## src/temac_mon_macros.svh

```systemverilog
`ifndef TEMAC_MON_MACROS_SVH
`define TEMAC_MON_MACROS_SVH

// --------------------------------------------------
// station identity
// --------------------------------------------------
`define LOCAL_IP_ADDRESS    32'hc0a8f001     // 192.168.240.1
`define LOCAL_MAC_ADDRESS   48'h0123456789ab
`define LOCAL_UDP_PORT_NUM  16'h0001         // port value held in reset
`define UDP_PORT_OFFSET     3                // port = ip nibble + offset

// --------------------------------------------------
// address rotation
// --------------------------------------------------
// 64 keeps simulation short, the board build uses 7500000001
`define ADDR_TICK_PERIOD    64
`define ADDR_INDEX_LAST     15               // index wraps after this

// --------------------------------------------------
// reset sequencing
// --------------------------------------------------
`define PHY_RESET_CNT_W     8                // phy_reset is the msb
`define SOFT_RESET_LOAD     255              // core held for this many edges

// --------------------------------------------------
// frame counters
// --------------------------------------------------
`define FRAME_CNT_W         32

`endif

```

## src/temac_mon_pkg.sv

```systemverilog
package temac_mon_pkg;

    // --------------------------------------------------
    // debug readout select, one code per stream tap
    // --------------------------------------------------
    typedef enum logic [2:0] {
        tap_app_rx  = 3'd0,  // udp app receive
        tap_app_tx  = 3'd1,  // udp app transmit
        tap_fifo_tx = 3'd2,  // tx client fifo write side
        tap_fifo_rx = 3'd3,  // rx client fifo read side
        tap_mac_rx  = 3'd4,  // temac receive
        tap_mac_tx  = 3'd5   // temac transmit
    } tap_sel_t;

    // --------------------------------------------------
    // temac speed field of the config vector
    // --------------------------------------------------
    typedef enum logic [1:0] {
        speed_10   = 2'b00,
        speed_100  = 2'b01,
        speed_1000 = 2'b10
    } link_speed_t;

endpackage

```

## src/reset_sequencer.sv

```systemverilog
`timescale 1ns/100ps
`include "temac_mon_macros.svh"

module reset_sequencer (
    input  logic temac_clk,
    input  logic key1,
    output logic phy_reset,
    output logic core_reset
);

    localparam int SOFT_W = $clog2(`SOFT_RESET_LOAD + 1);

    localparam logic [`PHY_RESET_CNT_W-1:0] PHY_CNT_MAX  = '1;
    localparam logic [SOFT_W-1:0]           SOFT_CNT_TOP = SOFT_W'(`SOFT_RESET_LOAD);

    logic [`PHY_RESET_CNT_W-1:0] phy_reset_cnt;
    logic [SOFT_W-1:0]           soft_reset_cnt;

    // --------------------------------------------------
    // phy release, counts up and parks at all ones
    // --------------------------------------------------
    always_ff @(posedge temac_clk or negedge key1)
    begin
        if (!key1)
            phy_reset_cnt <= '0;
        else if (phy_reset_cnt != PHY_CNT_MAX)
            phy_reset_cnt <= phy_reset_cnt + 1'b1;
    end

    assign phy_reset = phy_reset_cnt[`PHY_RESET_CNT_W-1];  // high after half range

    // --------------------------------------------------
    // core soft reset, counts down and parks at zero
    // --------------------------------------------------
    always_ff @(posedge temac_clk or negedge key1)
    begin
        if (!key1)
            soft_reset_cnt <= SOFT_CNT_TOP;
        else if (soft_reset_cnt != '0)
            soft_reset_cnt <= soft_reset_cnt - 1'b1;
    end

    // held while the countdown is still running
    assign core_reset = (soft_reset_cnt != '0);

endmodule

```

## src/station_config.sv

```systemverilog
`timescale 1ns/100ps
`include "temac_mon_macros.svh"

module station_config
    import temac_mon_pkg::*;
(
    input  logic        temac_clk,
    input  logic        key1,
    input  logic        core_reset,
    input  link_speed_t link_speed,
    output logic [31:0] local_ip,
    output logic        local_ip_valid,
    output logic [15:0] local_udp_port,
    output logic        local_udp_port_valid,
    output logic [3:0]  led_data,
    output logic [47:0] unicast_address,
    output logic [19:0] mac_cfg_vector
);

    localparam int TICK_W = $clog2(`ADDR_TICK_PERIOD);

    localparam logic [TICK_W-1:0] TICK_LAST  = TICK_W'(`ADDR_TICK_PERIOD - 1);
    localparam logic [3:0]        INDEX_LAST = 4'(`ADDR_INDEX_LAST);
    localparam logic [31:0]       LOCAL_IP   = `LOCAL_IP_ADDRESS;
    localparam logic [47:0]       LOCAL_MAC  = `LOCAL_MAC_ADDRESS;

    logic [TICK_W-1:0] tick_cnt;
    logic              addr_tick;
    logic [3:0]        addr_index;
    logic [7:0]        ip_low;

    // --------------------------------------------------
    // rotation tick and index
    // --------------------------------------------------
    always_ff @(posedge temac_clk or negedge key1)
    begin
        if (!key1)
            tick_cnt <= '0;
        else if (addr_tick)
            tick_cnt <= '0;
        else
            tick_cnt <= tick_cnt + 1'b1;                 // free running
    end

    assign addr_tick = (tick_cnt == TICK_LAST);

    always_ff @(posedge temac_clk or negedge key1)
    begin
        if (!key1)
            addr_index <= '0;
        else if (addr_tick && !core_reset)               // ticks in reset dropped
        begin
            if (addr_index == INDEX_LAST)
                addr_index <= '0;
            else
                addr_index <= addr_index + 1'b1;
        end
    end

    // --------------------------------------------------
    // local ip and udp port
    // --------------------------------------------------
    always_ff @(posedge temac_clk or negedge key1)
    begin
        if (!key1)
        begin
            ip_low         <= LOCAL_IP[7:0];
            local_ip_valid <= 1'b0;
        end
        else if (core_reset)
        begin
            ip_low         <= LOCAL_IP[7:0];
            local_ip_valid <= 1'b0;
        end
        else
        begin
            if (addr_tick)
                ip_low <= {4'h0, addr_index};            // loads index before advance
            local_ip_valid <= 1'b1;
        end
    end

    assign local_ip = {LOCAL_IP[31:8], ip_low};          // upper bytes fixed
    assign led_data = ~local_ip[3:0];                    // leds are active low

    always_ff @(posedge temac_clk or negedge key1)
    begin
        if (!key1)
        begin
            local_udp_port       <= `LOCAL_UDP_PORT_NUM;
            local_udp_port_valid <= 1'b0;
        end
        else if (core_reset)
        begin
            local_udp_port       <= `LOCAL_UDP_PORT_NUM;
            local_udp_port_valid <= 1'b0;
        end
        else
        begin
            local_udp_port       <= 16'(local_ip[3:0]) + 16'(`UDP_PORT_OFFSET);
            local_udp_port_valid <= 1'b1;
        end
    end

    // --------------------------------------------------
    // temac configuration
    // --------------------------------------------------
    always_ff @(posedge temac_clk or negedge key1)
    begin
        if (!key1)
        begin
            unicast_address <= '0;
            mac_cfg_vector  <= '0;
        end
        else
        begin
            unicast_address <= {LOCAL_MAC[7:0],   LOCAL_MAC[15:8],  LOCAL_MAC[23:16],
                                LOCAL_MAC[31:24], LOCAL_MAC[39:32], LOCAL_MAC[47:40]};
            // filter, flow ctrl, speed, rx cfg, tx cfg
            mac_cfg_vector  <= {1'b0, 2'b00, link_speed, 8'b00000010, 7'b0000010};
        end
    end

endmodule

```

## src/frame_tap.sv

```systemverilog
`timescale 1ns/100ps
`include "temac_mon_macros.svh"

module frame_tap #(
    parameter bit VALID_ACTIVE_LOW = 1'b0    // fifo side valids are low true
) (
    input  logic                    temac_clk,
    input  logic                    key1,
    input  logic                    tap_valid,
    output logic [`FRAME_CNT_W-1:0] frame_count
);

    logic valid_act;
    logic valid_s0;
    logic valid_s1;
    logic valid_s2;

    assign valid_act = VALID_ACTIVE_LOW ? ~tap_valid : tap_valid;

    // --------------------------------------------------
    // three stage valid chain
    // --------------------------------------------------
    always_ff @(posedge temac_clk or negedge key1)
    begin
        if (!key1)
        begin
            valid_s0 <= 1'b0;
            valid_s1 <= 1'b0;
            valid_s2 <= 1'b0;
        end
        else
        begin
            valid_s0 <= valid_act;
            valid_s1 <= valid_s0;
            valid_s2 <= valid_s1;
        end
    end

    // one count per rising edge of s1, wraps
    always_ff @(posedge temac_clk or negedge key1)
    begin
        if (!key1)
            frame_count <= '0;
        else if (valid_s1 && !valid_s2)
            frame_count <= frame_count + 1'b1;
    end

endmodule

```

## src/frame_monitor.sv

```systemverilog
`timescale 1ns/100ps
`include "temac_mon_macros.svh"

module frame_monitor
    import temac_mon_pkg::*;
(
    input  logic                    temac_clk,
    input  logic                    key1,
    input  logic                    app_rx_valid,
    input  logic                    app_tx_valid,
    input  logic                    fifo_tx_valid_n,
    input  logic                    fifo_rx_valid_n,
    input  logic                    mac_rx_valid,
    input  logic                    mac_tx_valid,
    input  tap_sel_t                count_sel,
    output logic [`FRAME_CNT_W-1:0] count_value
);

    logic [`FRAME_CNT_W-1:0] app_rx_count;
    logic [`FRAME_CNT_W-1:0] app_tx_count;
    logic [`FRAME_CNT_W-1:0] fifo_tx_count;
    logic [`FRAME_CNT_W-1:0] fifo_rx_count;
    logic [`FRAME_CNT_W-1:0] mac_rx_count;
    logic [`FRAME_CNT_W-1:0] mac_tx_count;

    // --------------------------------------------------
    // stream taps
    // --------------------------------------------------
    frame_tap #(.VALID_ACTIVE_LOW(1'b0)) u_app_rx_tap (
        .temac_clk   (temac_clk),
        .key1        (key1),
        .tap_valid   (app_rx_valid),
        .frame_count (app_rx_count)
    );

    frame_tap #(.VALID_ACTIVE_LOW(1'b0)) u_app_tx_tap (
        .temac_clk   (temac_clk),
        .key1        (key1),
        .tap_valid   (app_tx_valid),
        .frame_count (app_tx_count)
    );

    frame_tap #(.VALID_ACTIVE_LOW(1'b1)) u_fifo_tx_tap (  // src_rdy_n style
        .temac_clk   (temac_clk),
        .key1        (key1),
        .tap_valid   (fifo_tx_valid_n),
        .frame_count (fifo_tx_count)
    );

    frame_tap #(.VALID_ACTIVE_LOW(1'b1)) u_fifo_rx_tap (
        .temac_clk   (temac_clk),
        .key1        (key1),
        .tap_valid   (fifo_rx_valid_n),
        .frame_count (fifo_rx_count)
    );

    frame_tap #(.VALID_ACTIVE_LOW(1'b0)) u_mac_rx_tap (
        .temac_clk   (temac_clk),
        .key1        (key1),
        .tap_valid   (mac_rx_valid),
        .frame_count (mac_rx_count)
    );

    frame_tap #(.VALID_ACTIVE_LOW(1'b0)) u_mac_tx_tap (
        .temac_clk   (temac_clk),
        .key1        (key1),
        .tap_valid   (mac_tx_valid),
        .frame_count (mac_tx_count)
    );

    // --------------------------------------------------
    // debug readout
    // --------------------------------------------------
    always_ff @(posedge temac_clk or negedge key1)
    begin
        if (!key1)
            count_value <= '0;
        else
        begin
            case (count_sel)
                tap_app_rx:  count_value <= app_rx_count;
                tap_app_tx:  count_value <= app_tx_count;
                tap_fifo_tx: count_value <= fifo_tx_count;
                tap_fifo_rx: count_value <= fifo_rx_count;
                tap_mac_rx:  count_value <= mac_rx_count;
                tap_mac_tx:  count_value <= mac_tx_count;
                default:     count_value <= '0;         // unused codes 6 and 7
            endcase
        end
    end

endmodule

```

## src/temac_mon_top.sv

```systemverilog
`timescale 1ns/100ps
`include "temac_mon_macros.svh"

module temac_mon_top
    import temac_mon_pkg::*;
(
    input  logic                    temac_clk,
    input  logic                    key1,
    input  link_speed_t             link_speed,
    input  logic                    app_rx_valid,
    input  logic                    app_tx_valid,
    input  logic                    fifo_tx_valid_n,
    input  logic                    fifo_rx_valid_n,
    input  logic                    mac_rx_valid,
    input  logic                    mac_tx_valid,
    input  tap_sel_t                count_sel,
    output logic                    phy_reset,
    output logic                    core_reset,
    output logic [31:0]             local_ip,
    output logic                    local_ip_valid,
    output logic [15:0]             local_udp_port,
    output logic                    local_udp_port_valid,
    output logic [3:0]              led_data,
    output logic [47:0]             unicast_address,
    output logic [19:0]             mac_cfg_vector,
    output logic [`FRAME_CNT_W-1:0] count_value
);

    // --------------------------------------------------
    // power on sequencing
    // --------------------------------------------------
    reset_sequencer u_reset_sequencer (
        .temac_clk  (temac_clk),
        .key1       (key1),
        .phy_reset  (phy_reset),
        .core_reset (core_reset)
    );

    // --------------------------------------------------
    // station addresses and temac config
    // --------------------------------------------------
    station_config u_station_config (
        .temac_clk            (temac_clk),
        .key1                 (key1),
        .core_reset           (core_reset),
        .link_speed           (link_speed),
        .local_ip             (local_ip),
        .local_ip_valid       (local_ip_valid),
        .local_udp_port       (local_udp_port),
        .local_udp_port_valid (local_udp_port_valid),
        .led_data             (led_data),
        .unicast_address      (unicast_address),
        .mac_cfg_vector       (mac_cfg_vector)
    );

    // --------------------------------------------------
    // frame activity counters
    // --------------------------------------------------
    frame_monitor u_frame_monitor (
        .temac_clk       (temac_clk),
        .key1            (key1),
        .app_rx_valid    (app_rx_valid),
        .app_tx_valid    (app_tx_valid),
        .fifo_tx_valid_n (fifo_tx_valid_n),
        .fifo_rx_valid_n (fifo_rx_valid_n),
        .mac_rx_valid    (mac_rx_valid),
        .mac_tx_valid    (mac_tx_valid),
        .count_sel       (count_sel),
        .count_value     (count_value)
    );

endmodule

```

## config.mk

```make
export PLATFORM = sky130hd
export DESIGN_NAME = temac_mon_top
export DESIGN_NICKNAME = d
export VERILOG_FILES = /design/src/temac_mon_pkg.sv /design/src/reset_sequencer.sv /design/src/station_config.sv /design/src/frame_tap.sv /design/src/frame_monitor.sv /design/src/temac_mon_top.sv
export VERILOG_INCLUDE_DIRS = /design/src
export SDC_FILE = /design/constraint.sdc
export NUM_CORES = 1
export LEC_CHECK = 0
export BUFFER_PORTS_ARGS = -buffer_cell sky130_fd_sc_hd__buf_4
export CAP_MARGIN = 20
export CORE_MARGIN = 10
export CORE_UTILIZATION = 55
export CTS_BUF_LIST = sky130_fd_sc_hd__clkbuf_8
export DETAILED_ROUTE_END_ITERATION = 8
export MAX_ROUTING_LAYER = met4
export PLACE_DENSITY = 0.86
export SLEW_MARGIN = 0
export SYNTH_ARGS = -nofsm -noshare
export SYNTH_HDL_FRONTEND = slang
export SYNTH_SLANG_ARGS = --single-unit
```

## constraint.sdc

```tcl
create_clock -name temac_clk -period 3.5 [get_ports temac_clk]
set_input_delay 0.175 -clock temac_clk [delete_from_list [all_inputs] [get_ports temac_clk]]
set_output_delay 0.175 -clock temac_clk [all_outputs]
set_load 0.005 [all_outputs]
```

After elaboration in Yosys (flattened, before gate mapping). Index checks and enable logic that the tools add are counted.

Bits in registers: 298. Input port bits: 13.

Add/subtract/negate cells: 11. Eq/ne operators: 8. Multiplexer cells: 7. Bitwise gates (word level): 3. Reductions and logical operators: 17.

Operator list (number): 32-bit by 1-bit adder with 32-bit output (second input constant) (6); 32-bit case mux with 6 select lines (1); 16-bit two-way mux (1); 8-bit two-way mux (2); 8-bit by 1-bit adder with 8-bit output (second input constant) (1); 8-bit inequality test (second input constant) (1); 8-bit nonzero test (1); 8-bit by 1-bit subtractor with 8-bit output (second input constant) (1); 1-bit logical AND (7); 1-bit logical NOT (7); 6-bit by 1-bit adder with 6-bit output (second input constant) (1); 3-bit by 2-bit == test with 1-bit output (second input constant) (2); 3-bit == test (second input constant) (2); 6-bit == test (second input constant) (1); 6-bit two-way mux (1); 4-bit by 2-bit adder with 5-bit output (second input constant) (1); 4-bit by 1-bit adder with 4-bit output (second input constant) (1); 4-bit == test (second input constant) (1); 4-bit two-way mux (1); 4-bit NOT (1); 3-bit by 1-bit == test with 1-bit output (second input constant) (1); 3-bit logical NOT (1); 1-bit NOT (2); 2-bit nonzero test (1); 1-bit two-way mux (1).

Depth between registers and ports, before layout. Gate-level depths: netlist (run 1).

Depth after elaboration: 3. Gate-level depth with buffers: 7.

Cells and area by module. A second synthesis (run 1) with hierarchy kept.

Cell total of the unflattened synthesis: 1309. Area total of the unflattened synthesis: 14421.3 sq um.

By module, submodules not included: frame_tap (u_frame_monitor.u_app_rx_tap ...) (times used 4, cells an instance 129, area each 1527.7 sq um); frame_tap (u_frame_monitor.u_fifo_rx_tap ...) (times used 2, cells an instance 137, area each 1590.3 sq um); frame_monitor (times used 1, cells an instance 255, area each 2608.8 sq um); station_config (times used 1, cells an instance 188, area each 1727.9 sq um); reset_sequencer (times used 1, cells an instance 76, area each 793.3 sq um).

Worst setup path before layout (run 1). OpenSTA, ideal clock, no wires.

Path type: register to register. From: reg u_frame_monitor.u_fifo_rx_tap.frame_count[0]. To: reg u_frame_monitor.u_fifo_rx_tap.frame_count[22]. Library setup time: 0.079 ns. Arrival: 1.618 ns. Data required time: 3.421 ns. Path slack: 1.803 ns. Stages on the path, launching flop included: 7. Period minus slack after synthesis: 1.697 ns. Cell sequence: dfrtp_1 ha_1 nand4b_1 nor4_1 nand2_1 nor3_1 xor2_1.

Word-level cells in the longest chain between the ends: 1.

Ends and longest elaborated chain: start: declaration (RTL line frame_tap.sv:10) `` output logic [`FRAME_CNT_W-1:0] frame_count ``; start signal: assignment (RTL line frame_tap.sv:45) `frame_count <= frame_count + 1'b1;`; 32-bit by 1-bit adder with 32-bit output (RTL line frame_tap.sv:45).

Every way passes these cells. A chain may end at the register's enable or synchronous reset.

Final worst setup path (run 1). Same ends and word-level chain as after synthesis.

==> run_results.csv, run 1 <==
group,metric,value,unit
outcome,status,"finished, final reports clean",
drt,num_vias,9318,
floorplanning,pin_count,169,
placement,dp_hpwl,21700,microns
final_layout,drive_above_1_share,14.4,%
yosys,synthXorXnorAreaFrac,13.5,%
drt,viasPerCell,5.58,
yosys,ys.flop_type,"dfrtp_1",
critical_path,crit_fanout,5,
cts,cts.sinks,281,
critical_path,slowest_stage,"nor4_1",
grt,antenna_found_initial,0,
grt,grt_pass1_wl,49800,microns
yosys,synth_seq_cells,281,
power,p_leak,6.98,nW
final_layout,final_cell_mix,"271 x dfrtp_1, 128 x xnor2_1, 103 x nand3_1, 96 x a22oi_1, 93 x buf_4",
timing,holdWs,0.261,ns
critical_path,slowest_delay,0.74,ns
yosys,yosys.area_share.simple,17.3,%
drt,drt-initial-drc-count,964,
hold_path,hold_class,"in2reg",
cts,cts_resized,0,
critical_path,worstPathArrival,2.78,ns
drt,finalWirelength,30500,microns
yosys,synth_area,0.0132,sq mm
cts,cts_tree,"yes",
grt,grt_usage,20.4,%
final_layout,antennaDiodeCount,0,
cts,clockRootBuffer,"clkbuf_8",
yosys,yosysSeqAreaShare,53.5,%
placement,gp_congestion,0.946,
grt,grt_pass1_vias,9574,
yosys,synth_mux_area_share,0.998,%
drt,wl_per_cell,18.3,microns
final_layout,final_core_util,62.7,%
timing,final-hold-violation-count,0,
drt,first_pass_iters,9,
cts,htree_levels,2,
cts,cts_buffer_depth,3,
timing,period_needed,2.30,ns
final_layout,fillers,1800,
timing,worst_pin_slew,1.03,ns
yosys,synthAdderAreaFrac,1.14,%
cts,cts.clk_slew.worst_paths,0.07,ns
cts,numCtsBuffers,46,
grt,grt_max_degree,107,
timing,final.setup.tns,0,ns
critical_path,path_class,"reg2reg",
critical_path,cp_top_family,"simple AND/OR/NAND/NOR gates",
critical_path,cp-end-kind,"flip-flop",
final_layout,final_common_cell,"dfrtp_1",
critical_path,crit_buf_inv,0,
floorplanning,dieArea,0.0305,sq mm
yosys,synthCells,1214,
yosys,async_reset_ff_share,100,%
floorplanning,num_rows,56,
power,power_density,484,mW/mm^2
grt,grt-ovfl-total,0,
yosys,avgSynthCellArea,10.8,sq um
final_layout,area_delta_synth_final,12.1,%
timing,setup_viol,0,
placement,portBuffers,85,
timing,slew_headroom,31.6,%
timing,slew_violations,0,
cts,insertion_delay,0.57,ns
floorplanning,coreArea,0.0235,sq mm
floorplanning,dieWidth,175,microns
floorplanning,fp.dieH,175,microns
yosys,ys_types,46,
floorplanning,start_util,55.9,%
yosys,synth_edf_count,0,
timing,period_share,65.8,%
timing,fmax,0.434,GHz
job,cap_violations,0,
critical_path,critPathRequiredTime,3.98,ns
timing,rsz0062_at_grt,"false",
drt,postRouteAntennaNets,0,
critical_path,worstSetupStartpointType,"flip-flop",
final_layout,nets,1344,
power,max-vdd-ir-drop,0.000239,V
yosys,synth_compound_area_share,6.04,%
yosys,synth_top_family_by_area,"simple AND/OR/NAND/NOR gates",
critical_path,path_cells,"ha_1 -> nand4b_1 -> nor4_1 -> nand2_1 -> nor3_1 -> xor2_1",
drt,drc,0,
yosys,ys_warn_count,0,
timing,finClkSkew,0.0205,ns
[timing repair]
action,in CTS,in global routing
setup buffers,0,0
hold buffers,9,0
hold endpoints to repair,111,0
[final timing paths]
| kind | start | endpoint | slack (ns) | depth (start not counted) |
|---|---|---|---|---|
| max in group asynchronous | key1 | u_station_config.local_udp_port[0] | 2.25 | 3 |
| worst min-delay path | mac_rx_valid | u_frame_monitor.u_mac_rx_tap.valid_s0 | 0.26 | 2 |
| min in group asynchronous | key1 | u_reset_sequencer.phy_reset_cnt[0] | 0.27 | 2 |
| worst min register to register | u_frame_monitor.u_fifo_rx_tap.valid_s0 | u_frame_monitor.u_fifo_rx_tap.valid_s1 | 0.35 | 0 |
| worst max-delay path | u_frame_monitor.u_fifo_rx_tap.frame_count[0] | u_frame_monitor.u_fifo_rx_tap.frame_count[22] | 1.20 | 6 |
| worst max register to register | u_frame_monitor.u_fifo_rx_tap.frame_count[0] | u_frame_monitor.u_fifo_rx_tap.frame_count[22] | 1.20 | 6 |
[cell families after synthesis]
kind of cell	count (synthesis)
other	2
buffers and inverters	158
xor gates and xnor gates	203
muxes	12
adders and majority gates	12
DFF	281
AOI/OAI and AO/OA	109
and+or+nand+nor	437
[layout make-up]
cell class / count / area [sq um] / area share [%]
flip-flops and latches: 281 / 7040 / 47.7
multi-input cells: 857 / 5470 / 37.0
repair buffers: 105 / 843 / 5.71
clock buffers: 59 / 812 / 5.50
well taps: 319 / 399 / 2.70
inverters: 28 / 105 / 0.712
clock inverters: 22 / 97.6 / 0.661
[power by group]
| part | switching (W) | internal, W | total (W) |
|---|---|---|---|
| Clock | 0.00127 | 0.00151 | 0.00278 |
| Sequential | 0.000319 | 0.00347 | 0.00379 |
| Combinational | 0.000316 | 0.000270 | 0.000586 |
| Total | 0.00190 | 0.00525 | 0.00715 |
[synth_stat cells (all sizes together), types with 24 or more instances]
cell type  instances  share of area [%]
a22oi             96                5.5
and3              30                1.4
buf              106                6.0
clkbuf            24               0.68
dfrtp            271                 51
inv               28               0.80
nand2             85                2.4
nand3            103                3.9
nand4             46                2.3
nor2              91                2.6
nor3              28                1.2
xnor2            128                8.5
xor2              75                5.0
[worst reg2reg max path, stage by stage (launching register included)]
cell and delay [ns]:
dfrtp_1 0.43, ha_1 0.26, nand4b_1 0.16, nor4_1 0.74
nand2_1 0.22, nor3_1 0.24, xor2_1 0.17
[routing by layer]
metal | global-route usage (%) | up-vias | part of all wire (%)
li1 | - | 4236 | -
met1 | 25.6 | 4602 | 41
met2 | 31.7 | 436 | 48
met3 | 5.69 | 44 | 9.2
met4 | 6.22 | 0 | 1.9
met5 | - | - | 0
[flip-flops by register name, indices dropped and copies added, names as in the netlist, 3 cells and up]
register,cells
u_frame_monitor.u_app_rx_tap.frame_count,32
u_frame_monitor.count_value,32
u_frame_monitor.u_fifo_tx_tap.frame_count,32
u_station_config.addr_index,4
u_station_config.local_udp_port,5
u_frame_monitor.u_mac_rx_tap.frame_count,32
u_frame_monitor.u_mac_tx_tap.frame_count,32
u_frame_monitor.u_app_tx_tap.frame_count,32
u_station_config.tick_cnt,6
u_reset_sequencer.soft_reset_cnt,8
u_station_config.ip_low,4
u_reset_sequencer.phy_reset_cnt,8
u_station_config.mac_cfg_vector,3
u_frame_monitor.u_fifo_rx_tap.frame_count,32
[through the flow]
step	total power (W)	cell area [sq um]	std cells	worst slack, ns
floorplan	0.00417	13500	1296	1.80
global placement	0.00435	13800	1581	1.46
detailed placement	0.00441	13800	1581	1.29
CTS	0.00720	14800	1671	1.26
global route	0.00749	14800	1671	1.05
finish	0.00715	14800	1671	1.20
(Power assumes the default switching activity.)
==> inputs of run 2 (changes only) <==
Clock period 3.5 ns to 2.37 ns, I/O delays scaled along.
==> run 2 against run 1 <==
Against the previous run: global-route usage rose by 0.66 points; routed wire length grew 3.1%; core utilization increased by 0.28 points; critical path type is now reg2out.
==> run_results.csv, run 2 (synthesized netlist as in run 1, its figures left out) <==
group,metric,value,unit
placement,gp_congestion,0.962,
outcome,status,"finished, final reports clean",
drt,num_vias,9466,
final_layout,drive_above_1_share,15.4,%
grt,grt_pass1_wl,51500,microns
floorplanning,num_rows,56,
critical_path,critPathLaunch,"u_reset_sequencer.soft_reset_cnt[0]",
final_layout,final_common_cell,"dfrtp_1",
floorplanning,coreArea,0.0235,sq mm
cts,cts.sinks,281,
critical_path,worstSetupStartpointType,"flip-flop",
floorplanning,start_util,55.9,%
critical_path,r2r_slack,0.30,ns
critical_path,r2r_cells,5,
timing,final.setup.tns,0,ns
drt,wl_per_cell,18.7,microns
placement,dpl-instance-area,0.0139,sq mm
power,p_leak,7.01,nW
final_layout,antennaDiodeCount,0,
cts,insertion_delay,0.55,ns
timing,setup_viol,0,
placement,dp_hpwl,22800,microns
critical_path,timing.rr.start,"u_frame_monitor.u_mac_rx_tap.frame_count[5]",
critical_path,critPathCapture,"core_reset",
cts,htree_levels,2,
drt,viasPerCell,5.63,
final_layout,area_delta_synth_final,12.6,%
timing,slew_headroom,53.0,%
final_layout,final_cell_mix,"271 x dfrtp_1, 128 x xnor2_1, 104 x buf_4, 103 x nand3_1, 96 x a22oi_1",
power,power_density,710,mW/mm^2
drt,postRouteAntennaNets,0,
critical_path,worstPathArrival,1.99,ns
job,cap_violations,0,
drt,drc,0,
floorplanning,fp.dieH,175,microns
final_layout,nets,1354,
timing,worst_pin_slew,0.703,ns
cts,numCtsBuffers,45,
floorplanning,dieArea,0.0305,sq mm
power,max-vdd-ir-drop,0.000335,V
timing,period_needed,2.11,ns
cts,cts_buffer_depth,3,
critical_path,cp-end-kind,"output port",
drt,finalWirelength,31400,microns
timing,rsz0062_at_grt,"false",
timing,final-hold-violation-count,0,
final_layout,fillers,1811,
cts,cts_resized,0,
timing,slew_violations,0,
critical_path,critPathRequiredTime,2.25,ns
final_layout,final_area,0.0148,sq mm
timing,fmax,0.474,GHz
power,power,0.0105,W
floorplanning,pin_count,169,
critical_path,r2r-end,"u_frame_monitor.u_mac_rx_tap.frame_count[27]",
cts,clockRootBuffer,"clkbuf_8",
grt,grt_max_degree,75,
critical_path,path_class,"reg2out",
cts,cts_hold_buf,9,
drt,first_pass_iters,5,
timing,period_share,88.9,%
placement,portBuffers,85,
timing,finClkSkew,0.0135,ns
drt,drt-initial-drc-count,968,
grt,grt-ovfl-total,0,
cts,cts_tree,"yes",
grt,antenna_found_initial,0,
cts,post_cts.repair.setup_buffers,0,
grt,grt_pass1_vias,9829,
critical_path,crit_fanout,8,
hold_path,hold_class,"in2async",
floorplanning,dieWidth,175,microns
cts,cts.clk_slew.worst_paths,0.06,ns
grt,grt_usage,21.1,%
[run 2: cell count changes in the layout (fill, tap and decap cells not counted)]
cell and change:
buf_4 +11, inv_1 -5, clkinv_2 +4, clkbuf_8 -1, clkinvlp_4 +1, inv_8 -1
[run 2: worst min-delay path by stage]
| stage | to | startpoint | slack [ns] |
|---|---|---|---|
| 6_report | u_reset_sequencer.phy_reset_cnt[0] | key1 | 0.12 |
| 5_1_grt | u_reset_sequencer.phy_reset_cnt[1] | key1 | 0.18 |
| 4_1_cts | u_frame_monitor.u_mac_rx_tap.valid_s0 | key1 | 0.13 |
| 3_5_place_dp | u_reset_sequencer.phy_reset_cnt[1] | key1 | 0.12 |
| 3_3_place_gp | u_reset_sequencer.phy_reset_cnt[0] | key1 | 0.12 |
| 2_1_floorplan | u_frame_monitor.count_value[0] | key1 | -0.18 |
[run 2: final cells by class]
| class | count | area (sq um) | share of cell area, % |
|---|---|---|---|
| clock buffer | 58 | 798 | 5.38 |
| clock inverter | 21 | 95.1 | 0.641 |
| inverter | 28 | 105 | 0.709 |
| multi-input combinational | 857 | 5470 | 36.9 |
| sequential | 281 | 7040 | 47.5 |
| tap | 319 | 399 | 2.69 |
| timing repair buffer | 116 | 926 | 6.24 |
[run 2: stage by stage]
| stage | hold WS (ns) | cells | setup WS (ns) | util [%] |
|---|---|---|---|---|
| final | 0.117 | 1680 | 0.262 | 63.0 |
| after floorplan | -0.177 | 1296 | 0.673 | - |
| after CTS | 0.126 | 1680 | 0.233 | 63.0 |
| after global routing | 0.176 | 1680 | 0.139 | 63.0 |
| after detailed placement | 0.123 | 1592 | 0.319 | 58.8 |
| after global placement | 0.119 | 1592 | 0.432 | 58.8 |
[run 2: per-layer routing]
layer | vias up | track usage (%) | wire, microns
met4 | 0 | 7.03 | 805
met2 | 486 | 33.2 | 15100
met1 | 4658 | 26.3 | 12600
met5 | - | - | 0
li1 | 4253 | - | -
met3 | 69 | 5.07 | 3010
[run 2: critical path, cell delays in order (launching register included)]
cell and delay (ns):
dfstp_2 0.57, inv_1 0.07, ha_1 0.22, nand3b_1 0.25, buf_4 0.21, buf_4 0.12
[run 2: where the power goes]
part           total (W)  internal (W)  switching (W)  leakage (nW)
registers        0.00560       0.00512       0.000477          3.74
logic           0.000877      0.000404       0.000473          2.76
clock network    0.00406       0.00219        0.00187         0.509
total             0.0105       0.00772        0.00282          7.01
